==> src/design/rf_ctrl_pkg.sv <==
`default_nettype none

package rf_ctrl_pkg;

  // ==============================
  // Widths that carry a meaning
  // ==============================
  typedef logic [4:0]  ioc_t;       // Register index inside a block
  typedef logic [7:0]  reg_byte_t;  // Register data byte
  typedef logic [31:0] iq_word_t;   // I in 31:16, Q in 15:0

  // RF switch / LNA operating mode
  typedef enum logic [1:0] {
    RF_LOW_POWER = 2'd0,
    RF_RX09      = 2'd1,
    RF_TX09      = 2'd2,
    RF_BYPASS    = 2'd3
  } rf_mode_e;

  // Block select field of the SPI command byte
  localparam logic [1:0] MOD_SYS  = 2'd0;
  localparam logic [1:0] MOD_IO   = 2'd1;
  localparam logic [1:0] MOD_SMI  = 2'd2;
  localparam logic [1:0] MOD_RSVD = 2'd3;  // Nothing behind it

  localparam reg_byte_t FW_VERSION = 8'h01;
  localparam reg_byte_t RSVD_READ  = 8'hA5;  // Pattern for the unused block

  // ==============================
  // Register map
  // ==============================
  localparam ioc_t IOC_VERSION = 5'd1;  // System block
  localparam ioc_t IOC_DEBUG   = 5'd2;
  localparam ioc_t IOC_RF_MODE = 5'd1;  // I/O block
  localparam ioc_t IOC_INPUTS  = 5'd2;
  localparam ioc_t IOC_STATUS  = 5'd1;  // SMI block
  localparam ioc_t IOC_CLEAR   = 5'd2;

  // Sync pairs framing a sample word
  localparam logic [1:0] I_SYNC = 2'b10;  // Bits 31:30
  localparam logic [1:0] Q_SYNC = 2'b01;  // Bits 15:14

endpackage

`default_nettype wire

==> src/design/spi_slave.sv <==
`default_nettype none

module spi_slave import rf_ctrl_pkg::*; (
  input  wire            i_glob_clock,
  input  wire            i_rst_b,
  input  wire            i_sck,
  input  wire            i_ss,
  input  wire            i_mosi,
  input  wire reg_byte_t i_sys_rd_data,
  input  wire reg_byte_t i_io_rd_data,
  input  wire reg_byte_t i_smi_rd_data,
  output logic           o_miso,
  output ioc_t           o_ioc,
  output reg_byte_t      o_wr_data,
  output logic [2:0]     o_cs,         // One-hot, bit per block
  output logic           o_fetch,
  output logic           o_load
);

  typedef enum logic [1:0] {ST_IDLE, ST_CMD, ST_DATA} spi_state_e;

  spi_state_e r_state;
  logic [2:0] r_sck_sync;   // Two sync stages plus one of history
  logic [2:0] r_ss_sync;
  logic [1:0] r_mosi_sync;  // Same delay as the SCK sync
  logic [2:0] r_bit_cnt;
  logic [7:0] r_shift_in;
  reg_byte_t  r_shift_out;
  logic       r_write;      // Write flag of the current frame
  logic [1:0] r_blk;
  logic       r_fetch_d;    // Blocks have their byte ready now
  logic       r_miso;
  reg_byte_t  sel_rd_data;
  logic       sck_rise, sck_fall, ss_fall, ss_high, cmd_done, data_done;

  assign sck_rise  = r_sck_sync[1] & ~r_sck_sync[2];
  assign sck_fall  = ~r_sck_sync[1] & r_sck_sync[2];
  assign ss_fall   = ~r_ss_sync[1] & r_ss_sync[2];
  assign ss_high   = r_ss_sync[1];
  assign cmd_done  = (r_state == ST_CMD) & sck_rise & (r_bit_cnt == 3'd7) & ~ss_high;
  assign data_done = (r_state == ST_DATA) & sck_rise & (r_bit_cnt == 3'd7) & ~ss_high;
  assign o_miso    = r_miso & ~i_ss;  // Quiet while deselected

  always_comb begin
    case (r_blk)
      MOD_SYS: sel_rd_data = i_sys_rd_data;
      MOD_IO:  sel_rd_data = i_io_rd_data;
      MOD_SMI: sel_rd_data = i_smi_rd_data;
      default: sel_rd_data = RSVD_READ;
    endcase
  end

  // ==============================
  // Frame control
  // ==============================
  always_ff @(posedge i_glob_clock) begin
    if (!i_rst_b) begin
      r_sck_sync  <= 3'b000;
      r_ss_sync   <= 3'b111;  // Deselected
      r_mosi_sync <= 2'b00;
      r_state     <= ST_IDLE;
      r_bit_cnt   <= 3'd0;
      o_cs        <= 3'b000;
      o_fetch     <= 1'b0;
      o_load      <= 1'b0;
      r_fetch_d   <= 1'b0;
      r_miso      <= 1'b0;
    end else begin
      r_sck_sync  <= {r_sck_sync[1:0], i_sck};
      r_ss_sync   <= {r_ss_sync[1:0], i_ss};
      r_mosi_sync <= {r_mosi_sync[0], i_mosi};
      o_fetch     <= cmd_done & ~r_shift_in[6];  // Read command
      o_load      <= data_done & r_write;
      r_fetch_d   <= o_fetch;
      if (cmd_done) begin
        o_cs <= (r_shift_in[5:4] == MOD_RSVD) ? 3'b000 : (3'b001 << r_shift_in[5:4]);
      end
      if (ss_high) begin
        r_state <= ST_IDLE;  // Abort, nothing issued
        r_miso  <= 1'b0;
      end else begin
        if (sck_rise) r_bit_cnt <= r_bit_cnt + 3'd1;
        case (r_state)
          ST_IDLE: if (ss_fall) begin
            r_state   <= ST_CMD;
            r_bit_cnt <= 3'd0;
          end
          ST_CMD:  if (cmd_done) r_state <= ST_DATA;
          ST_DATA: if (data_done) r_state <= ST_IDLE;
          default: r_state <= ST_IDLE;
        endcase
        if (sck_fall && r_state == ST_DATA && !r_write) r_miso <= r_shift_out[7];
      end
    end
  end

  // Command, data and MISO byte
  always_ff @(posedge i_glob_clock) begin
    if (sck_rise) r_shift_in <= {r_shift_in[6:0], r_mosi_sync[1]};
    if (cmd_done) begin
      r_write <= r_shift_in[6];
      r_blk   <= r_shift_in[5:4];
      o_ioc   <= {r_shift_in[3:0], r_mosi_sync[1]};
    end
    if (data_done) o_wr_data <= {r_shift_in[6:0], r_mosi_sync[1]};
    if (r_fetch_d) r_shift_out <= sel_rd_data;
    else if (sck_fall && r_state == ST_DATA) r_shift_out <= {r_shift_out[6:0], 1'b0};
  end

endmodule

`default_nettype wire

==> src/design/sys_ctrl.sv <==
`default_nettype none

module sys_ctrl import rf_ctrl_pkg::*; (
  input  wire            i_glob_clock,
  input  wire            i_rst_b,
  input  wire ioc_t      i_ioc,
  input  wire reg_byte_t i_wr_data,
  input  wire            i_cs,
  input  wire            i_fetch,
  input  wire            i_load,
  output reg_byte_t      o_rd_data,
  output logic           o_test_mode  // SMI counting pattern instead of FIFO
);

  // Debug register, bit 0 only
  always_ff @(posedge i_glob_clock) begin
    if (!i_rst_b) begin
      o_test_mode <= 1'b0;
    end else if (i_cs && i_load && i_ioc == IOC_DEBUG) begin
      o_test_mode <= i_wr_data[0];
    end
  end

  // Read byte captured on fetch
  always_ff @(posedge i_glob_clock) begin
    if (i_cs && i_fetch) begin
      case (i_ioc)
        IOC_VERSION: o_rd_data <= FW_VERSION;
        IOC_DEBUG:   o_rd_data <= {7'd0, o_test_mode};
        default:     o_rd_data <= 8'h00;  // Unmapped
      endcase
    end
  end

endmodule

`default_nettype wire

==> src/design/io_ctrl.sv <==
`default_nettype none

module io_ctrl import rf_ctrl_pkg::*; (
  input  wire            i_glob_clock,
  input  wire            i_rst_b,
  input  wire ioc_t      i_ioc,
  input  wire reg_byte_t i_wr_data,
  input  wire            i_cs,
  input  wire            i_fetch,
  input  wire            i_load,
  input  wire            i_button,
  input  wire [3:0]      i_config,
  output reg_byte_t      o_rd_data,
  output logic           o_rx_h_tx_l,
  output logic           o_rx_h_tx_l_b,
  output logic           o_tr_vc1,
  output logic           o_tr_vc1_b,
  output logic           o_tr_vc2,
  output logic           o_shdn_rx_lna,
  output logic           o_shdn_tx_lna
);

  rf_mode_e r_rf_mode;

  always_ff @(posedge i_glob_clock) begin
    if (!i_rst_b) begin
      r_rf_mode <= RF_LOW_POWER;  // Both LNAs off
    end else if (i_cs && i_load && i_ioc == IOC_RF_MODE) begin
      r_rf_mode <= rf_mode_e'(i_wr_data[1:0]);
    end
  end

  always_ff @(posedge i_glob_clock) begin
    if (i_cs && i_fetch) begin
      case (i_ioc)
        IOC_RF_MODE: o_rd_data <= {6'd0, r_rf_mode};
        IOC_INPUTS:  o_rd_data <= {3'd0, i_button, i_config};  // Raw pins
        default:     o_rd_data <= 8'h00;
      endcase
    end
  end

  // ==============================
  // Switch and LNA decode
  // ==============================
  always_comb begin
    o_rx_h_tx_l   = 1'b1;  // Low-power defaults
    o_tr_vc1      = 1'b0;
    o_tr_vc2      = 1'b0;
    o_shdn_rx_lna = 1'b1;
    o_shdn_tx_lna = 1'b1;
    case (r_rf_mode)
      RF_RX09: begin
        o_tr_vc1      = 1'b1;
        o_shdn_rx_lna = 1'b0;  // RX LNA on
      end
      RF_TX09: begin
        o_rx_h_tx_l   = 1'b0;
        o_tr_vc2      = 1'b1;
        o_shdn_tx_lna = 1'b0;  // TX LNA on
      end
      RF_BYPASS: o_tr_vc2 = 1'b1;
      default: ;             // RF_LOW_POWER
    endcase
  end

  assign o_rx_h_tx_l_b = ~o_rx_h_tx_l;  // Differential switch drive
  assign o_tr_vc1_b    = ~o_tr_vc1;

endmodule

`default_nettype wire

==> src/design/lvds_rx.sv <==
`default_nettype none

module lvds_rx import rf_ctrl_pkg::*; (
  input  wire       i_glob_clock,
  input  wire       i_rst_b,
  input  wire [1:0] i_rx_bits,     // First bit in bit 1
  input  wire       i_fifo_full,
  output logic      o_push,
  output iq_word_t  o_word,
  output logic      o_overflow     // Word lost, FIFO full
);

  typedef enum logic [1:0] {ST_IDLE, ST_I_HALF, ST_Q_HALF} rx_state_e;

  rx_state_e  r_state;
  logic [3:0] r_pair_cnt;  // Pair index inside the word, sync pair is 0
  logic       r_word_done;

  // Shift on every cycle, the word is complete when r_word_done is set
  always_ff @(posedge i_glob_clock) begin
    o_word <= {o_word[29:0], i_rx_bits};
  end

  always_ff @(posedge i_glob_clock) begin
    if (!i_rst_b) begin
      r_state     <= ST_IDLE;
      r_pair_cnt  <= 4'd0;
      r_word_done <= 1'b0;
    end else begin
      r_word_done <= 1'b0;
      r_pair_cnt  <= r_pair_cnt + 4'd1;
      case (r_state)
        ST_IDLE: begin
          r_pair_cnt <= 4'd1;  // Next pair is index 1
          if (i_rx_bits == I_SYNC) r_state <= ST_I_HALF;
        end
        ST_I_HALF: begin
          if (r_pair_cnt == 4'd7) r_state <= ST_Q_HALF;
        end
        ST_Q_HALF: begin
          if (r_pair_cnt == 4'd8 && i_rx_bits != Q_SYNC) begin
            r_state <= ST_IDLE;  // Bad Q sync, drop it
          end else if (r_pair_cnt == 4'd15) begin
            r_state     <= ST_IDLE;
            r_word_done <= 1'b1;
          end
        end
        default: r_state <= ST_IDLE;
      endcase
    end
  end

  // ==============================
  // Push or flag the drop
  // ==============================
  assign o_push     = r_word_done & ~i_fifo_full;
  assign o_overflow = r_word_done & i_fifo_full;

endmodule

`default_nettype wire

==> src/design/sample_fifo.sv <==
`default_nettype none

module sample_fifo import rf_ctrl_pkg::*; #(
  parameter int FIFO_ADDR_WIDTH = 4
) (
  input  wire           i_glob_clock,
  input  wire           i_rst_b,
  input  wire           i_push,
  input  wire iq_word_t i_wr_data,
  input  wire           i_pull,
  output iq_word_t      o_rd_data,  // Head word, valid while not empty
  output logic          o_empty,
  output logic          o_full
);

  localparam int DEPTH = 2 ** FIFO_ADDR_WIDTH;

  iq_word_t                 mem [DEPTH];
  logic [FIFO_ADDR_WIDTH:0] r_wr_ptr;  // Extra MSB tells full from empty
  logic [FIFO_ADDR_WIDTH:0] r_rd_ptr;

  assign o_empty = (r_wr_ptr == r_rd_ptr);
  assign o_full  = (r_wr_ptr[FIFO_ADDR_WIDTH] != r_rd_ptr[FIFO_ADDR_WIDTH]) &&
                   (r_wr_ptr[FIFO_ADDR_WIDTH-1:0] == r_rd_ptr[FIFO_ADDR_WIDTH-1:0]);
  assign o_rd_data = mem[r_rd_ptr[FIFO_ADDR_WIDTH-1:0]];  // Show-ahead

  always_ff @(posedge i_glob_clock) begin
    if (i_push && !o_full) mem[r_wr_ptr[FIFO_ADDR_WIDTH-1:0]] <= i_wr_data;
  end

  always_ff @(posedge i_glob_clock) begin
    if (!i_rst_b) begin
      r_wr_ptr <= '0;
      r_rd_ptr <= '0;
    end else begin
      if (i_push && !o_full) r_wr_ptr <= r_wr_ptr + 1'b1;  // Push on full is lost
      if (i_pull && !o_empty) r_rd_ptr <= r_rd_ptr + 1'b1;
    end
  end

endmodule

`default_nettype wire

==> src/design/smi_ctrl.sv <==
`default_nettype none

module smi_ctrl import rf_ctrl_pkg::*; (
  input  wire            i_glob_clock,
  input  wire            i_rst_b,
  input  wire ioc_t      i_ioc,
  input  wire reg_byte_t i_wr_data,
  input  wire            i_cs,
  input  wire            i_fetch,
  input  wire            i_load,
  input  wire            i_test_mode,
  input  wire iq_word_t  i_fifo_data,
  input  wire            i_fifo_empty,
  input  wire            i_fifo_full,
  input  wire            i_overflow,
  input  wire            i_smi_a2,      // High selects the RX read direction
  input  wire            i_smi_soe_se,  // Read strobe, active low
  output reg_byte_t      o_rd_data,
  output logic           o_fifo_pull,
  output logic [7:0]     o_smi_data,
  output logic           o_smi_data_oe,
  output logic           o_smi_read_req
);

  logic [2:0] r_soe_sync;   // Two sync stages plus history
  logic [1:0] r_byte_idx;   // Byte of the word presented next
  iq_word_t   r_shift;      // Remaining bytes, next one on top
  iq_word_t   r_test_cnt;
  logic       r_overflow;   // Sticky until cleared by the host
  logic       strobe, word_start, word_avail;
  iq_word_t   src_word;

  assign strobe      = ~r_soe_sync[1] & r_soe_sync[2] & i_smi_a2;  // SOE falling edge
  assign word_start  = strobe & (r_byte_idx == 2'd0);
  assign word_avail  = i_test_mode | ~i_fifo_empty;
  assign src_word    = i_test_mode ? r_test_cnt : i_fifo_data;
  assign o_fifo_pull = word_start & ~i_test_mode & ~i_fifo_empty;

  assign o_smi_data_oe  = i_smi_a2 & ~i_smi_soe_se;  // Straight from the pins
  assign o_smi_read_req = i_smi_a2 & (~i_fifo_empty | (r_byte_idx != 2'd0) | i_test_mode);

  // ==============================
  // Strobe and byte sequencing
  // ==============================
  always_ff @(posedge i_glob_clock) begin
    if (!i_rst_b) begin
      r_soe_sync <= 3'b111;  // Strobe idles high
      r_byte_idx <= 2'd0;
      r_test_cnt <= '0;
      r_overflow <= 1'b0;
    end else begin
      r_soe_sync <= {r_soe_sync[1:0], i_smi_soe_se};
      if (strobe && (r_byte_idx != 2'd0 || word_avail)) r_byte_idx <= r_byte_idx + 2'd1;
      if (word_start && i_test_mode) r_test_cnt <= r_test_cnt + 32'd1;
      if (i_overflow) begin
        r_overflow <= 1'b1;  // Set wins over clear
      end else if (i_cs && i_load && i_ioc == IOC_CLEAR && i_wr_data[0]) begin
        r_overflow <= 1'b0;
      end
    end
  end

  always_ff @(posedge i_glob_clock) begin
    if (word_start) begin
      o_smi_data <= word_avail ? src_word[31:24] : 8'h00;  // Empty gives zero
      r_shift    <= {src_word[23:0], 8'h00};
    end else if (strobe) begin
      o_smi_data <= r_shift[31:24];
      r_shift    <= {r_shift[23:0], 8'h00};
    end
  end

  // Status register, full and empty live
  always_ff @(posedge i_glob_clock) begin
    if (i_cs && i_fetch) begin
      case (i_ioc)
        IOC_STATUS: o_rd_data <= {5'd0, r_overflow, i_fifo_full, i_fifo_empty};
        default:    o_rd_data <= 8'h00;
      endcase
    end
  end

endmodule

`default_nettype wire

==> src/design/rf_ctrl_top.sv <==
`default_nettype none

module rf_ctrl_top import rf_ctrl_pkg::*; #(
  parameter int FIFO_ADDR_WIDTH = 4  // 16 words
) (
  input  wire       i_glob_clock,
  input  wire       i_rst_b,
  input  wire       i_sck,
  input  wire       i_ss,
  input  wire       i_mosi,
  input  wire [1:0] i_rx_bits,
  input  wire       i_button,
  input  wire [3:0] i_config,
  input  wire       i_smi_a2,
  input  wire       i_smi_soe_se,
  output logic      o_miso,
  output logic      o_rx_h_tx_l,
  output logic      o_rx_h_tx_l_b,
  output logic      o_tr_vc1,
  output logic      o_tr_vc1_b,
  output logic      o_tr_vc2,
  output logic      o_shdn_rx_lna,
  output logic      o_shdn_tx_lna,
  output logic [7:0] o_smi_data,
  output logic      o_smi_data_oe,
  output logic      o_smi_read_req
);

  // ==============================
  // Register bus
  // ==============================
  ioc_t       w_ioc;
  reg_byte_t  w_wr_data;
  logic [2:0] w_cs;  // SYS, IO, SMI from bit 0 up
  logic       w_fetch, w_load, w_test_mode;
  reg_byte_t  w_sys_rd, w_io_rd, w_smi_rd;

  // Sample path
  iq_word_t   w_rx_word, w_fifo_data;
  logic       w_push, w_overflow, w_pull, w_empty, w_full;

  spi_slave spi_slave_ins (.i_glob_clock, .i_rst_b, .i_sck, .i_ss, .i_mosi,
    .i_sys_rd_data(w_sys_rd), .i_io_rd_data(w_io_rd), .i_smi_rd_data(w_smi_rd),
    .o_miso, .o_ioc(w_ioc), .o_wr_data(w_wr_data), .o_cs(w_cs),
    .o_fetch(w_fetch), .o_load(w_load));

  sys_ctrl sys_ctrl_ins (.i_glob_clock, .i_rst_b, .i_ioc(w_ioc), .i_wr_data(w_wr_data),
    .i_cs(w_cs[0]), .i_fetch(w_fetch), .i_load(w_load), .o_rd_data(w_sys_rd),
    .o_test_mode(w_test_mode));

  io_ctrl io_ctrl_ins (.i_glob_clock, .i_rst_b, .i_ioc(w_ioc), .i_wr_data(w_wr_data),
    .i_cs(w_cs[1]), .i_fetch(w_fetch), .i_load(w_load), .i_button, .i_config,
    .o_rd_data(w_io_rd), .o_rx_h_tx_l, .o_rx_h_tx_l_b, .o_tr_vc1, .o_tr_vc1_b,
    .o_tr_vc2, .o_shdn_rx_lna, .o_shdn_tx_lna);

  lvds_rx lvds_rx_ins (.i_glob_clock, .i_rst_b, .i_rx_bits, .i_fifo_full(w_full),
    .o_push(w_push), .o_word(w_rx_word), .o_overflow(w_overflow));

  sample_fifo #(.FIFO_ADDR_WIDTH(FIFO_ADDR_WIDTH)) rx_fifo (.i_glob_clock, .i_rst_b,
    .i_push(w_push), .i_wr_data(w_rx_word), .i_pull(w_pull), .o_rd_data(w_fifo_data),
    .o_empty(w_empty), .o_full(w_full));

  smi_ctrl smi_ctrl_ins (.i_glob_clock, .i_rst_b, .i_ioc(w_ioc), .i_wr_data(w_wr_data),
    .i_cs(w_cs[2]), .i_fetch(w_fetch), .i_load(w_load), .i_test_mode(w_test_mode),
    .i_fifo_data(w_fifo_data), .i_fifo_empty(w_empty), .i_fifo_full(w_full),
    .i_overflow(w_overflow), .i_smi_a2, .i_smi_soe_se, .o_rd_data(w_smi_rd),
    .o_fifo_pull(w_pull), .o_smi_data, .o_smi_data_oe, .o_smi_read_req);

endmodule

`default_nettype wire

==> config.mk <==
export PLATFORM = sky130hd
export DESIGN_NAME = rf_ctrl_top
export DESIGN_NICKNAME = d
export VERILOG_FILES = /design/src/design/rf_ctrl_pkg.sv /design/src/design/spi_slave.sv /design/src/design/sys_ctrl.sv /design/src/design/io_ctrl.sv /design/src/design/lvds_rx.sv /design/src/design/sample_fifo.sv /design/src/design/smi_ctrl.sv /design/src/design/rf_ctrl_top.sv
export SDC_FILE = /design/constraint.sdc
export NUM_CORES = 1
export LEC_CHECK = 0
export BUFFER_PORTS_ARGS = -buffer_cell sky130_fd_sc_hd__buf_4
export CELL_PAD_IN_SITES_DETAIL_PLACEMENT = 0
export CELL_PAD_IN_SITES_GLOBAL_PLACEMENT = 1
export CORE_MARGIN = 4
export CORE_UTILIZATION = 40
export DETAILED_ROUTE_END_ITERATION = 6
export PLACE_DENSITY = 0.6
export SYNTH_ARGS = -nofsm -noshare
export SYNTH_HDL_FRONTEND = slang
export SYNTH_HIERARCHICAL = 1
export SYNTH_SLANG_ARGS = --single-unit
==> constraint.sdc <==
create_clock -name i_glob_clock -period 8.7 [get_ports i_glob_clock]
set_clock_uncertainty 0.15 [all_clocks]
set_input_delay 1.74 -clock i_glob_clock [delete_from_list [all_inputs] [get_ports i_glob_clock]]
set_output_delay 1.74 -clock i_glob_clock [all_outputs]
set_load 0.05 [all_outputs]
**After elaboration in Yosys (flattened, before gate mapping)**

Memory sizes are Yosys's and may differ from the RTL's. A register that Yosys moved wholly into a read port is not among the register bits.
Index checks and enable logic that the tools add are counted.

- Memories: 1
- Latch bits: 0
- Logic and storage cells: 179
- Memory bits (writable): 512
- Register bits after elaboration: 191
- Memory bits (read-only): 0

- Mux-type cells: 36
- Eq/ne operators: 27
- Shift operators: 1
- Div/mod/pow operators: 0
- Add/sub/neg operators: 6
- Multipliers: 0
- Bitwise gates (word level): 37
- Order comparisons: 0
- Reduce and logical (&&, ||, !) cells: 36

Memory list:

| memory | depth | bits a word | read ports | clocked after memory_dff | write ports | line | RTL |
|---|---|---|---|---|---|---|---|
| rx_fifo.mem | 16 | 32 | 1 | 1 | 1 | sample_fifo.sv:18 | `iq_word_t mem [DEPTH];` |

Operators by type and width:

| cell | number |
|---|---|
| two-way mux 32 bit | 3 |
| two-way mux 8 bit | 5 |
| adder 32 x 1 -> 32 bit (second input constant) | 1 |
| one-hot mux 8 bit (3 select lines) | 1 |
| bitwise AND 1 bit | 21 |
| logical AND 1 bit | 18 |
| == test 2 bit (second input constant) | 7 |
| two-way mux 2 bit | 7 |
| NOT 1 bit | 13 |
| two-way mux 3 bit | 4 |
| != test 2 x 1 -> 1 bit (second input constant) | 6 |
| one-hot mux 2 bit (3 select lines) | 2 |
| adder 5 x 1 -> 5 bit (second input constant) | 2 |
| two-way mux 1 bit | 10 |
| one-hot mux 5 bit (2 select lines) | 1 |
| == test 2 x 1 -> 1 bit (second input constant) | 4 |
| == test 4 bit (second input constant) | 2 |
| zero test 2 bit | 4 |
| two-way mux 4 bit | 2 |
| nonzero test 2 bit | 4 |
| AND reduction 3 bit | 2 |
| OR reduction 2 bit | 3 |
| == test 5 x 1 -> 1 bit (second input constant) | 1 |
| == test 5 x 2 -> 1 bit (second input constant) | 1 |
| 15 further kinds | 19 |

**Logic depth before layout (Yosys ltp)**

- Depth in word-level cells: 9
- Depth in mapped cells: 10
- Mapped depth without buffers: 8

**Cells and area by module**

The synthesis kept the hierarchy.

By module, submodules not included:

| module | area an instance (um^2) | seq. area each (um^2) | times used | cells each |
|---|---|---|---|---|
| sample_fifo | 20213.1 | 15655.0 | 1 | 816 |
| smi_ctrl | 3648.5 | 1811.7 | 1 | 378 |
| spi_slave | 1989.4 | 1331.3 | 1 | 142 |
| lvds_rx | 984.7 | 780.7 | 1 | 69 |
| io_ctrl | 385.4 | 190.2 | 1 | 35 |
| sys_ctrl | 180.2 | 50.0 | 1 | 19 |

**Worst setup path after synthesis**

OpenSTA, ideal clock, no wires.

- Path kind: input to output
- Start: input i_smi_a2
- End: output o_smi_read_req
- Slack: 4.209 ns
- Data arrival time: 2.601 ns
- Path buffers: 0
- Cell stages on the path: 2
- Required time: 6.810 ns
- Cells stage by stage: inv_1 -> a31oi_1

- Word-level cells in the longest chain between the ends: 1

Ends and longest elaborated chain:

| what | line | RTL |
|---|---|---|
| from (decl) | rf_ctrl_top.sv:14 | `input wire i_smi_a2,` |
| bitwise AND 1 bit | smi_ctrl.sv:40 | `assign o_smi_read_req = i_smi_a2 & (~i_fifo_empty \| (r_byte_idx != 2'd0) \| i_test_mode);` |
| to (decl) | rf_ctrl_top.sv:26 | `output logic o_smi_read_req` |

No other way between the ends.

**Worst setup path after layout**

- Start: register rx_fifo.r_wr_ptr[4]
- End: output o_smi_read_req

- Word-level cells in the longest chain between the ends: 5

Ends and longest elaborated chain:

| what | line | RTL |
|---|---|---|
| from (decl) | sample_fifo.sv:19 | `logic [FIFO_ADDR_WIDTH:0] r_wr_ptr;` |
| from (signal assigned) | sample_fifo.sv:36 | `if (i_push && !o_full) r_wr_ptr <= r_wr_ptr + 1'b1;` |
| == test 5 bit | sample_fifo.sv:22 | `assign o_empty = (r_wr_ptr == r_rd_ptr);` |
| named net w_empty | rf_ctrl_top.sv:40 | `logic w_push, w_overflow, w_pull, w_empty, w_full;` |
| NOT 1 bit | smi_ctrl.sv:40 |  |
| OR 1 bit (2 in series) | smi_ctrl.sv:40 |  |
| bitwise AND 1 bit | smi_ctrl.sv:40 |  |

The timed path passes the listed nets, and every way through them passes these cells.

==> results.md <==
- H-tree Lvls: 3
- Initial Util: 40.5%
- CP max stage cell: xor2_1
- Top fanout value on the critical path: 8
- Pwr dens: 217 nW/µm²
- Initial antenna violation count: 0
- Fillcell total: 5672
- Worst-margin pin slew: 1040 ps
- 1st-pass router iterations: 5
- Mapped Area: 27200 µm²
- Total track usage: 16.9%
- TritonCTS Buffers: 73
- WP data required: 6810 ps
- Crit. End Element: output pin
- CTS tree: done
- R2R cell count: 7
- Status: finished clean
- Layout area overhead: 12.2%
- Fmax: 236 MHz
- RSZ-0062 raised after global routing: false
- Setup bufs post-CTS: 0
- Vias in the first global route: 13783
- Clock transition at the registers of the reported paths: 60 ps
- Vias per cell: 5.49
- Initial DRC Count: 1235
- Maximum buffer depth of the clock tree: 3
- Crit path launch type: register
- Clock period minus worst slack: 4230 ps
- GP Congestion: 0.744
- Fin util: 45.4%
- CP cell instances: xor2_1 > nor2_1 > a31oi_1 > buf_4
- Crit path buffers/inverters: 1
- Setup TNS: 0 ps
- Min-delay worst type: register to register
- Max transition margin: 30.7%
- Avg Cell Area, Syn: 18.7 µm²
- Detailed-route via count: 13384
- # nets final: 1529
- Max cap viols: 0
- DP Wirelength: 32000 µm
- Clock Tree Root: clkbuf_16
- CP Class: register to output pin
- CTS resizes: 0
- IO buf count: 31
- Warnings, synthesis: 6
- Final worst path period share: 48.6%
- # diodes: 0
- Setup violations, final: 0
- DRC: 0
- Max Slew Vio Count: 0
- Die height: 269 µm
- Hold Path Origin: spi_slave_ins/r_ss_sync[0]$_SDFF_PN1_
- Leak Pwr: 9.53 nW
- Max IR drop VDD: 0.130 mV
- Reg-to-Reg Start: rx_fifo/r_rd_ptr[4]$_SDFFE_PN0P_
- First-pass GRT wire length: 90300 µm
- Reg2reg setup slack: 5010 ps
- Crit-path leading delay family: XOR/XNOR gates
- Critical Path Max Stage Delay: 570 ps
- Reg2reg end: rx_fifo/mem[13][19]$_DFFE_PP_
- Row Count: 95
- Total congestion overflow: 0
- DR WL/cell: 24.6 µm
- Die area: 72300 µm²
- Data arrival, critical path: 2340 ps
- Final Hold Viols: 0
- Post-route ant nets: 0
- Clk_lat worst skew: 600 ps
- Hold-fix buffers, CTS: 0
- Pin count of the biggest net entering global routing: 92
- Sinks on Clock Net: 692
- WHS Path Cells: 1
- Share of layout cells above drive strength 1: 22.0%
- Mapped Cells: 1453
- Die outline width: 269 µm
- Hold EP: spi_slave_ins/r_ss_sync[1]$_SDFF_PN1_
- Area of the core: 67300 µm²
- Routed WL: 60000 µm
- Ports: 32
-- report_power, final --
part           switching (W)  internal (W)
Combinational      0.0000257     0.0000140
Clock                0.00124       0.00171
Sequential         0.0000371       0.00360
Total                0.00130       0.00532
-- through the flow --
stage               total power, W  std cells  hold slack [ps]  setup slack [ps]  cell area (µm²)
floorplan                  0.00372       1465              236              4210            27300
finish                     0.00662       2436              271              4470            30500
global route               0.00685       2436              290              4260            30500
global placement           0.00374       2302              251              4520            28300
detailed placement         0.00374       2302              250              4520            28300
CTS                        0.00670       2436              272              4410            30500
-- worst max-delay path by stage --
| stage | start | endpoint | slack, ps | cells past startpoint |
|---|---|---|---|---|
| final | rx_fifo/r_wr_ptr[4]$_SDFFE_PN0P_ | o_smi_read_req | 4470 | 4 |
| after floorplan | i_smi_a2 | o_smi_read_req | 4210 | 2 |
| after global routing | rx_fifo/r_wr_ptr[3]$_SDFFE_PN0P_ | o_smi_read_req | 4260 | 5 |
| after detailed placement | i_smi_a2 | o_smi_read_req | 4520 | 4 |
| after global placement | i_smi_a2 | o_smi_read_req | 4520 | 4 |
| after CTS | rx_fifo/r_wr_ptr[4]$_SDFFE_PN0P_ | o_smi_read_req | 4410 | 4 |
-- layout by cell type (no fill, tap or decap), drive strengths merged, types with 9 or more instances in the layout --
cell    instances
or3            14
dfxtp         114
nor2           48
o21ai          30
or4            17
nand3          21
mux2i          45
ha             11
inv            33
mux4          160
a21oi          30
and2           18
and3           20
conb           15
edfxtp        578
buf            56
o31ai          11
xnor2           9
nand4          21
nand2b         21
nand2          57
clkinv         25
clkbuf        102
-- cell type report --
type / instances / area [µm²] / area share (%)
Sequential cell: 692 / 19700 / 64.4
Multi-Input combinational cell: 651 / 6990 / 22.9
Clock buffer: 102 / 2050 / 6.71
Tap cell: 873 / 1090 / 3.58
Timing Repair Buffer: 56 / 433 / 1.42
Clock inverter: 32 / 210 / 0.688
Inverter: 30 / 113 / 0.369
-- sequential cells by signal, summed over array words and instances (netlist names), 3 cells and up, named ones only --
signal                     cells
rx_fifo/mem                  512
lvds_rx_ins/o_word            32
smi_ctrl_ins/r_test_cnt       32
smi_ctrl_ins/r_shift          24
smi_ctrl_ins/o_smi_data        8
spi_slave_ins/r_shift_out      8
spi_slave_ins/r_shift_in       7
io_ctrl_ins/o_rd_data          5
rx_fifo/r_rd_ptr               5
rx_fifo/r_wr_ptr               5
spi_slave_ins/o_ioc            5
lvds_rx_ins/r_pair_cnt         4
smi_ctrl_ins/o_rd_data         3
smi_ctrl_ins/r_soe_sync        3
spi_slave_ins/o_cs             3
spi_slave_ins/r_bit_cnt        3
spi_slave_ins/r_sck_sync       3
spi_slave_ins/r_ss_sync        3
-- worst reg2reg max path: stages (launching register included) --
cell and delay, ps:
dfxtp_1 340, xnor2_1 490, nor2_1 220, nor2b_1 210, inv_1 120, a21oi_2 470, and3_2 830, buf_4 510
-- routing by layer --
| metal | up-vias | routed length, µm | global-route usage (%) |
|---|---|---|---|
| met3 | 59 | 2570 | 2.62 |
| met4 | 0 | 905 | 4.37 |
| met2 | 288 | 28700 | 26.9 |
| li1 | 5943 | - | - |
| met5 | - | 0 | 0 |
| met1 | 7094 | 27800 | 24.8 |
Note: power is estimated with default switching activity, not from simulation.
